[src/rtl/whack_pkg.sv]
`default_nettype none

package whack_pkg;

    ////////////////////////////////////////////////////////////////////////////
    // Game states
    ////////////////////////////////////////////////////////////////////////////

    typedef enum logic [1:0] {
        IDLE      = 2'd0,
        PLAY      = 2'd1,
        GAME_OVER = 2'd2
    } game_state_t;

    ////////////////////////////////////////////////////////////////////////////
    // Widths
    ////////////////////////////////////////////////////////////////////////////

    // Four holes, one button and one LED each
    localparam int N_MOLES = 4;
    localparam int HOLE_W  = $clog2(N_MOLES);
    // Score saturates at 127
    localparam int SCORE_W = 7;
    localparam int LIVES_W = 2;
    localparam int LEVEL_W = 4;
    // Shared by every countdown
    localparam int TIMER_W = 29;
    localparam int LFSR_W  = 16;

    localparam logic [LIVES_W-1:0] START_LIVES = 2'd3;
    // Any nonzero value works
    localparam logic [LFSR_W-1:0]  LFSR_SEED   = 16'hace1;

    ////////////////////////////////////////////////////////////////////////////
    // Default timing, in clk cycles
    ////////////////////////////////////////////////////////////////////////////

    localparam int unsigned DEF_DELAY_MIN   = 100_000_000;
    // Power of two, random part of the delay
    localparam int unsigned DEF_DELAY_SPAN  = 2 ** 27;
    localparam int unsigned DEF_WINDOW_BASE = 300_000_000;
    localparam int unsigned DEF_WINDOW_STEP = 24_900_000;

    // Level rule
    localparam int POINTS_PER_LEVEL = 10;
    localparam int MAX_LEVEL        = 9;

endpackage

`default_nettype wire

[src/rtl/mole_if.sv]
`timescale 1ns/1ps
`default_nettype none

// Next-mole handshake between controller and scheduler
interface mole_if import whack_pkg::*; ();

    // One-cycle pulse, starts a new random delay
    logic              arm;
    // Mole scheduled and waiting
    logic              valid;
    // Controller can show a mole
    logic              ready;
    // Index of the scheduled hole
    logic [HOLE_W-1:0] hole;

    modport controller (
        output arm,
        output ready,
        input  valid,
        input  hole
    );

    modport scheduler (
        input  arm,
        input  ready,
        output valid,
        output hole
    );

endinterface

`default_nettype wire

[src/rtl/window_if.sv]
`timescale 1ns/1ps
`default_nettype none

// Hit-window control between controller and window timer
interface window_if import whack_pkg::*; ();

    // Load window length and start counting
    logic               start;
    // Stop the count, no expiry
    logic               cancel;
    // Current level, sets window length
    logic [LEVEL_W-1:0] level;
    // One-cycle pulse when the window runs out
    logic               expired;

    modport controller (
        output start,
        output cancel,
        output level,
        input  expired
    );

    modport timer (
        input  start,
        input  cancel,
        input  level,
        output expired
    );

endinterface

`default_nettype wire

[src/rtl/mole_scheduler.sv]
`timescale 1ns/1ps
`default_nettype none

module mole_scheduler import whack_pkg::*; #(
    parameter int unsigned DELAY_MIN  = DEF_DELAY_MIN,
    parameter int unsigned DELAY_SPAN = DEF_DELAY_SPAN
) (
    input  logic       clk,
    input  logic       reset,
    mole_if.scheduler  sched
);

    // Span is a power of two, so the random part is a plain mask
    localparam logic [TIMER_W-1:0] SPAN_MASK = TIMER_W'(DELAY_SPAN - 1);
    localparam logic [TIMER_W-1:0] MIN_TICKS = TIMER_W'(DELAY_MIN);

    logic [LFSR_W-1:0]  lfsr;
    logic [TIMER_W-1:0] rnd_wide;
    logic [TIMER_W-1:0] delay;
    logic [TIMER_W-1:0] count;
    logic               running;
    logic               transfer;

    ////////////////////////////////////////////////////////////////////////////
    // Random source
    ////////////////////////////////////////////////////////////////////////////

    // x^16 + x^14 + x^13 + x^11 + 1, maximal length
    always_ff @(posedge clk or posedge reset) begin
        if (reset) begin
            lfsr <= LFSR_SEED;
        end else begin
            lfsr <= {lfsr[LFSR_W-2:0], lfsr[15] ^ lfsr[13] ^ lfsr[12] ^ lfsr[10]};
        end
    end

    // Widen the 16-bit state to timer width, then cut to the span
    assign rnd_wide = {lfsr[TIMER_W-LFSR_W-1:0], lfsr} & SPAN_MASK;
    assign delay    = MIN_TICKS + rnd_wide;
    assign transfer = sched.valid && sched.ready;

    ////////////////////////////////////////////////////////////////////////////
    // Delay countdown and handshake
    ////////////////////////////////////////////////////////////////////////////

    always_ff @(posedge clk or posedge reset) begin
        if (reset) begin
            count       <= '0;
            running     <= 1'b0;
            sched.valid <= 1'b0;
            sched.hole  <= '0;
        end else if (sched.arm) begin
            // New arm drops any pending mole
            sched.valid <= 1'b0;
            running     <= 1'b1;
            // Valid rises delay cycles after this edge, at least one
            count       <= (delay == '0) ? '0 : delay - 1'b1;
            // Upper bits, away from the span mask
            sched.hole  <= lfsr[LFSR_W-1 -: HOLE_W];
        end else if (running) begin
            if (count == '0) begin
                running     <= 1'b0;
                sched.valid <= 1'b1;
            end else begin
                count <= count - 1'b1;
            end
        end else if (transfer) begin
            // Accepted, stay quiet until the next arm
            sched.valid <= 1'b0;
        end
    end

endmodule

`default_nettype wire

[src/rtl/hit_window.sv]
`timescale 1ns/1ps
`default_nettype none

module hit_window import whack_pkg::*; #(
    parameter int unsigned WINDOW_BASE = DEF_WINDOW_BASE,
    parameter int unsigned WINDOW_STEP = DEF_WINDOW_STEP
) (
    input  logic      clk,
    input  logic      reset,
    window_if.timer   win
);

    localparam logic [TIMER_W-1:0] BASE_TICKS = TIMER_W'(WINDOW_BASE);
    localparam logic [TIMER_W-1:0] STEP_TICKS = TIMER_W'(WINDOW_STEP);

    logic [TIMER_W-1:0] cut;
    logic [TIMER_W-1:0] length;
    logic [TIMER_W-1:0] count;
    logic               running;

    // Each level takes one step off the base length
    assign cut    = TIMER_W'(win.level) * STEP_TICKS;
    // Never shorter than one cycle
    assign length = (cut >= BASE_TICKS) ? TIMER_W'(1) : BASE_TICKS - cut;

    always_ff @(posedge clk or posedge reset) begin
        if (reset) begin
            count       <= '0;
            running     <= 1'b0;
            win.expired <= 1'b0;
        end else begin
            win.expired <= 1'b0;
            if (win.start) begin
                count   <= length;
                running <= 1'b1;
            end else if (running) begin
                if (win.cancel) begin
                    // Player acted in time
                    running <= 1'b0;
                end else if (count == TIMER_W'(1)) begin
                    running     <= 1'b0;
                    win.expired <= 1'b1;
                end else begin
                    count <= count - 1'b1;
                end
            end
        end
    end

endmodule

`default_nettype wire

[src/rtl/game_fsm.sv]
`timescale 1ns/1ps
`default_nettype none

module game_fsm import whack_pkg::*; (
    input  logic                clk,
    input  logic                reset,
    input  logic [N_MOLES-1:0]  button,
    output logic [N_MOLES-1:0]  mole,
    output logic [SCORE_W-1:0]  score,
    output logic [LIVES_W-1:0]  lives,
    output logic [SCORE_W-1:0]  high_score,
    output game_state_t         state,
    mole_if.controller          sched,
    window_if.controller        win
);

    logic [N_MOLES-1:0] button_q;
    logic [N_MOLES-1:0] button_prev;
    logic [N_MOLES-1:0] press;
    logic               any_press;
    logic               mole_lit;
    logic               in_play;
    logic               hit;
    logic               wrong;
    logic               miss;
    logic               outcome;
    logic               transfer;
    logic               arm_q;
    logic [SCORE_W-1:0] level_raw;

    ////////////////////////////////////////////////////////////////////////////
    // Button edges
    ////////////////////////////////////////////////////////////////////////////

    // Sample, then compare with the previous sample
    always_ff @(posedge clk or posedge reset) begin
        if (reset) begin
            button_q    <= '0;
            button_prev <= '0;
        end else begin
            button_q    <= button;
            button_prev <= button_q;
        end
    end

    // One-cycle pulse per rising edge
    assign press     = button_q & ~button_prev;
    assign any_press = |press;

    ////////////////////////////////////////////////////////////////////////////
    // Outcome decode
    ////////////////////////////////////////////////////////////////////////////

    assign mole_lit = |mole;
    assign in_play  = (state == PLAY);
    // Hit wins over a simultaneous wrong press
    assign hit      = in_play && mole_lit && |(press & mole);
    assign wrong    = in_play && mole_lit && !hit && |(press & ~mole);
    assign miss     = in_play && mole_lit && !hit && !wrong && win.expired;
    // Presses on a dark field fall through here
    assign outcome  = hit || wrong || miss;
    assign transfer = sched.valid && sched.ready;

    // Accept a mole only on an empty field during play
    assign sched.ready = in_play && !mole_lit;
    assign sched.arm   = arm_q;
    // Window opens together with the mole
    assign win.start   = transfer;
    assign win.cancel  = outcome;

    // Level is score / 10, capped
    assign level_raw = score / SCORE_W'(POINTS_PER_LEVEL);
    assign win.level = (level_raw > SCORE_W'(MAX_LEVEL)) ? LEVEL_W'(MAX_LEVEL)
                                                          : LEVEL_W'(level_raw);

    ////////////////////////////////////////////////////////////////////////////
    // Game FSM
    ////////////////////////////////////////////////////////////////////////////

    always_ff @(posedge clk or posedge reset) begin
        if (reset) begin
            state      <= IDLE;
            score      <= '0;
            lives      <= '0;
            high_score <= '0;
            mole       <= '0;
            arm_q      <= 1'b0;
        end else begin
            // Arm is a single-cycle pulse
            arm_q <= 1'b0;
            case (state)
                IDLE: begin
                    // Any button starts a game
                    if (any_press) begin
                        state <= PLAY;
                        score <= '0;
                        lives <= START_LIVES;
                        mole  <= '0;
                        arm_q <= 1'b1;
                    end
                end

                PLAY: begin
                    if (transfer) begin
                        // Light the scheduled hole
                        mole <= N_MOLES'(1) << sched.hole;
                    end else if (hit) begin
                        if (score != {SCORE_W{1'b1}}) begin
                            score <= score + 1'b1;
                        end
                        mole  <= '0;
                        arm_q <= 1'b1;
                    end else if (wrong || miss) begin
                        if (lives == LIVES_W'(1)) begin
                            // Last life gone
                            state <= GAME_OVER;
                            lives <= '0;
                            mole  <= '1;
                            if (score > high_score) begin
                                high_score <= score;
                            end
                        end else begin
                            lives <= lives - 1'b1;
                            mole  <= '0;
                            arm_q <= 1'b1;
                        end
                    end
                end

                GAME_OVER: begin
                    // All LEDs on until a press
                    if (any_press) begin
                        state <= IDLE;
                        mole  <= '0;
                    end
                end

                default: begin
                    state <= IDLE;
                end
            endcase
        end
    end

endmodule

`default_nettype wire

[src/rtl/whack_a_mole_top.sv]
`timescale 1ns/1ps
`default_nettype none

module whack_a_mole_top import whack_pkg::*; #(
    parameter int unsigned DELAY_MIN   = DEF_DELAY_MIN,
    parameter int unsigned DELAY_SPAN  = DEF_DELAY_SPAN,
    parameter int unsigned WINDOW_BASE = DEF_WINDOW_BASE,
    parameter int unsigned WINDOW_STEP = DEF_WINDOW_STEP
) (
    input  logic                clk,
    input  logic                reset,
    // Debounced, bit i is hole i
    input  logic [N_MOLES-1:0]  button,
    output logic [N_MOLES-1:0]  mole,
    output logic [SCORE_W-1:0]  score,
    output logic [LIVES_W-1:0]  lives,
    output logic [SCORE_W-1:0]  high_score,
    output game_state_t         state
);

    // Internal buses
    mole_if   mole_bus ();
    window_if win_bus ();

    // Game controller
    game_fsm game_fsm_i (
        .clk        (clk),
        .reset      (reset),
        .button     (button),
        .mole       (mole),
        .score      (score),
        .lives      (lives),
        .high_score (high_score),
        .state      (state),
        .sched      (mole_bus.controller),
        .win        (win_bus.controller)
    );

    // Random mole timing
    mole_scheduler #(
        .DELAY_MIN  (DELAY_MIN),
        .DELAY_SPAN (DELAY_SPAN)
    ) mole_scheduler_i (
        .clk   (clk),
        .reset (reset),
        .sched (mole_bus.scheduler)
    );

    // Whack window
    hit_window #(
        .WINDOW_BASE (WINDOW_BASE),
        .WINDOW_STEP (WINDOW_STEP)
    ) hit_window_i (
        .clk   (clk),
        .reset (reset),
        .win   (win_bus.timer)
    );

endmodule

`default_nettype wire

[config.mk]
export PLATFORM = sky130hd
export DESIGN_NAME = whack_a_mole_top
export DESIGN_NICKNAME = d
export VERILOG_FILES = /design/src/rtl/whack_pkg.sv /design/src/rtl/mole_if.sv /design/src/rtl/window_if.sv /design/src/rtl/mole_scheduler.sv /design/src/rtl/hit_window.sv /design/src/rtl/game_fsm.sv /design/src/rtl/whack_a_mole_top.sv
export SDC_FILE = /design/constraint.sdc
export NUM_CORES = 1
export LEC_CHECK = 0
export BUFFER_PORTS_ARGS = -buffer_cell sky130_fd_sc_hd__buf_2
export CAP_MARGIN = 20
export CORE_ASPECT_RATIO = 0.9
export CORE_UTILIZATION = 68
export DETAILED_ROUTE_END_ITERATION = 16
export PLACE_DENSITY = 0.86
export REMOVE_ABC_BUFFERS = 1
export SYNTH_ARGS = -nofsm -noshare
export SYNTH_HDL_FRONTEND = slang
export SYNTH_SLANG_ARGS = --single-unit
[constraint.sdc]
create_clock -name clk -period 8.7 [get_ports clk]
set_input_delay 2.175 -clock clk [delete_from_list [all_inputs] [get_ports clk]]
set_output_delay 2.175 -clock clk [all_outputs]
set_load 0.01 [all_outputs]
==> results.json <==
{
  "report.final.slew_viol_count": 0,
  "tightest_slew_ps": 1010,
  "synth_edf_count": 0,
  "ys_ff_latch": 111,
  "final_cells": 1063,
  "path_max_fanout": 10,
  "antenna_found_initial": 0,
  "final_common_cell": "dfrtp_1",
  "finalNetCount": 963,
  "layout_common_cells": "dfrtp_1 (103), nor2_1 (85), nand2_1 (72), xnor2_1 (72), o21ai_0 (61)",
  "grt_overflow": 0,
  "cts-htree-levels": 3,
  "clk_transition_reported_paths_ps": 80,
  "fin_tns_setup_ps": 0,
  "cts_made_buffers": 9,
  "drive_above_1_share_pct": 10.1,
  "grt_pass1_vias": 6309,
  "setup_viol": 0,
  "worstPathRequired_ps": 8970,
  "multi_input_area_um2": 4870,
  "whs_ps": 397,
  "die_h_um": 105,
  "via_per_inst": 6.19,
  "clock_sinks": 111,
  "die_w_um": 116,
  "grt_pass1_wl_um": 30400,
  "grt_usage_pct": 31.8,
  "synth_cell_types": 79,
  "area_growth_pct": 5.85,
  "rsz0062_at_grt": "no",
  "n_fill_cell": 861,
  "cts_root_buf": "clkbuf_16",
  "final-seq-area_um2": 2790,
  "synthArstFlopShare_pct": 100,
  "yosysWarnings": 0,
  "dp_hpwl_um": 13200,
  "die_area_um2": 12200,
  "ys_seq_area_share_pct": 34.8,
  "dp.cells": 1047,
  "clock_latency_ps": 360,
  "outcome": "finished clean",
  "postCtsSetupBuffers": 0,
  "critical_path_class": "reg2reg",
  "min_path_type": "reg2reg",
  "grt_max_degree": 67,
  "cts_tree": "done",
  "num_vias": 6578,
  "slew_headroom_pct": 32.4,
  "initial_core_util_pct": 70.0,
  "core-area_um2": 11400,
  "cp-end-kind": "flop",
  "ioPinCount": 28,
  "port_buffers": 27,
  "dr.pass1.iters": 5,
  "start_kind": "flop",
  "fin_util_pct": 74.1,
  "p_leak_nw": 3.67,
  "fin_worst_skew_ps": 9.83,
  "num_rows": 37,
  "drtAntennaViolNets": 0,
  "synth.cell_area_um2": 8000,
  "power_density_nw_per_um2": 173,
  "ir_worst_vdd_v": 0.000149,
  "gp_congestion": 0.922,
  "worstPathArrival_ps": 5700,
  "routed_wl_um": 17900,
  "ctsResizeCount": 0,
  "postCtsHoldBufs": 0,
  "synthFlopType": "dfrtp_1",
  "post-route-period-util_pct": 62.4,
  "finalHoldViolCount": 0,
  "insertedDiodeCount": 0,
  "drcViolationCount": 0,
  "cts.path.max_buffers": 2,
  "layout_min_cycle_time_ps": 5430,
  "syn_inst": 895,
  "maxCapViolCount": 0,
  "first_iter_violations": 691,
  "fmax_ghz": 0.184,
  "wl_per_cell_um": 16.9,
  "syn_area_per_cell_um2": 8.94,
  "total_power_w": 0.00146
}
report_power, final:
group	total [W]	switching (W)	internal, W
sequential	0.000634	0.0000593	0.000575
clock	0.000403	0.000202	0.000201
combinational	0.000426	0.000263	0.000163
total	0.00146	0.000525	0.000939
metrics by stage:
step / setup WS (ps) / instance area (um2)
2_1_floorplan: 3610 / 7820
3_3_place_gp: 3630 / 8180
3_5_place_dp: 3390 / 8180
4_1_cts: 3370 / 8470
5_1_grt: 2890 / 8470
6_report: 3270 / 8470
state kept, by name, indices dropped and copies added (netlist names), 2 cells and up:
register and flops:
mole_scheduler_i.sched.hole 2, game_fsm_i.state 2, mole_scheduler_i.lfsr 16, game_fsm_i.high_score 7
game_fsm_i.score 7, hit_window_i.count 29, game_fsm_i.mole 4, game_fsm_i.button_prev 4
game_fsm_i.lives 2, game_fsm_i.button_q 4, mole_scheduler_i.count 29
layout make-up:
| type | count | area share [%] |
|---|---|---|
| clock inverter | 7 | 0.754 |
| tap | 156 | 2.30 |
| timing repair buffer | 30 | 1.86 |
| multi-input combinational | 705 | 57.5 |
| sequential | 111 | 32.9 |
| inverter | 45 | 2.02 |
| clock buffer | 9 | 2.66 |
synth_stat cells, types with 22 or more instances:
cell | n | area, um2
a21oi_1 | 44 | 220
clkbuf_1 | 22 | 82.6
dfrtp_1 | 103 | 2580
ha_1 | 48 | 601
inv_1 | 45 | 169
nand2_1 | 72 | 270
nand3_1 | 28 | 140
nor2_1 | 85 | 319
nor3_1 | 31 | 155
o21ai_0 | 61 | 305
xnor2_1 | 72 | 631
xor2_1 | 45 | 394
critical path: stages, from the launching register on:
cell and delay (ps):
dfrtp_1 430, inv_1 150, ha_1 210, o21ai_0 90, a31oi_1 340, and3_1 510
inv_1 220, fa_1 530, inv_1 60, ha_1 380, and3_1 220, o21ai_0 320
o211a_1 250, xor2_1 220, o211ai_1 180, a2111oi_2 520, nor2_1 120, or4b_1 480
o21ai_0 100
path summary, 6_finish.rpt:
| path | slack, ps | to | start | cells after the start |
|---|---|---|---|---|
| setup / recovery | 3270 | hit_window_i.count[28]$_DFFE_PP0P_ | game_fsm_i.score[0]$_DFFE_PP0P_ | 18 |
| hold / removal | 400 | game_fsm_i.button_prev[3]$_DFF_PP0_ | game_fsm_i.button_q[3]$_DFF_PP0_ | 0 |
| setup reg to reg | 3270 | hit_window_i.count[28]$_DFFE_PP0P_ | game_fsm_i.score[0]$_DFFE_PP0P_ | 18 |
| hold reg to reg | 400 | game_fsm_i.button_prev[3]$_DFF_PP0_ | game_fsm_i.button_q[3]$_DFF_PP0_ | 0 |
| max in group asynchronous | 5610 | hit_window_i.count[10]$_DFFE_PP0P_ | reset | 3 |
| min in group asynchronous | 1880 | mole_scheduler_i.count[13]$_DFFE_PP0P_ | reset | 2 |
per-layer routing:
metal,vias up,share of wire [%],global-route usage (%)
met5,-,0,0
met4,0,1.2,8.88
met3,16,6.3,6.15
met2,213,46,48.4
met1,3196,47,46.0
li1,3153,-,-
logic make-up after synthesis:
family | after synthesis | share of synthesized area, %
buffers and inverters | 81 | 4.41
multiplexers | 12 | 1.60
other | 1 | 0.0469
XOR/XNOR | 117 | 12.8
adder cells (fa/ha/maj) | 56 | 9.38
flip-flops | 111 | 34.8
AO/OA/AOI/OAI | 190 | 16.0
AND/OR/NAND/NOR | 327 | 20.9
Power figures use the tool's default switching activity.
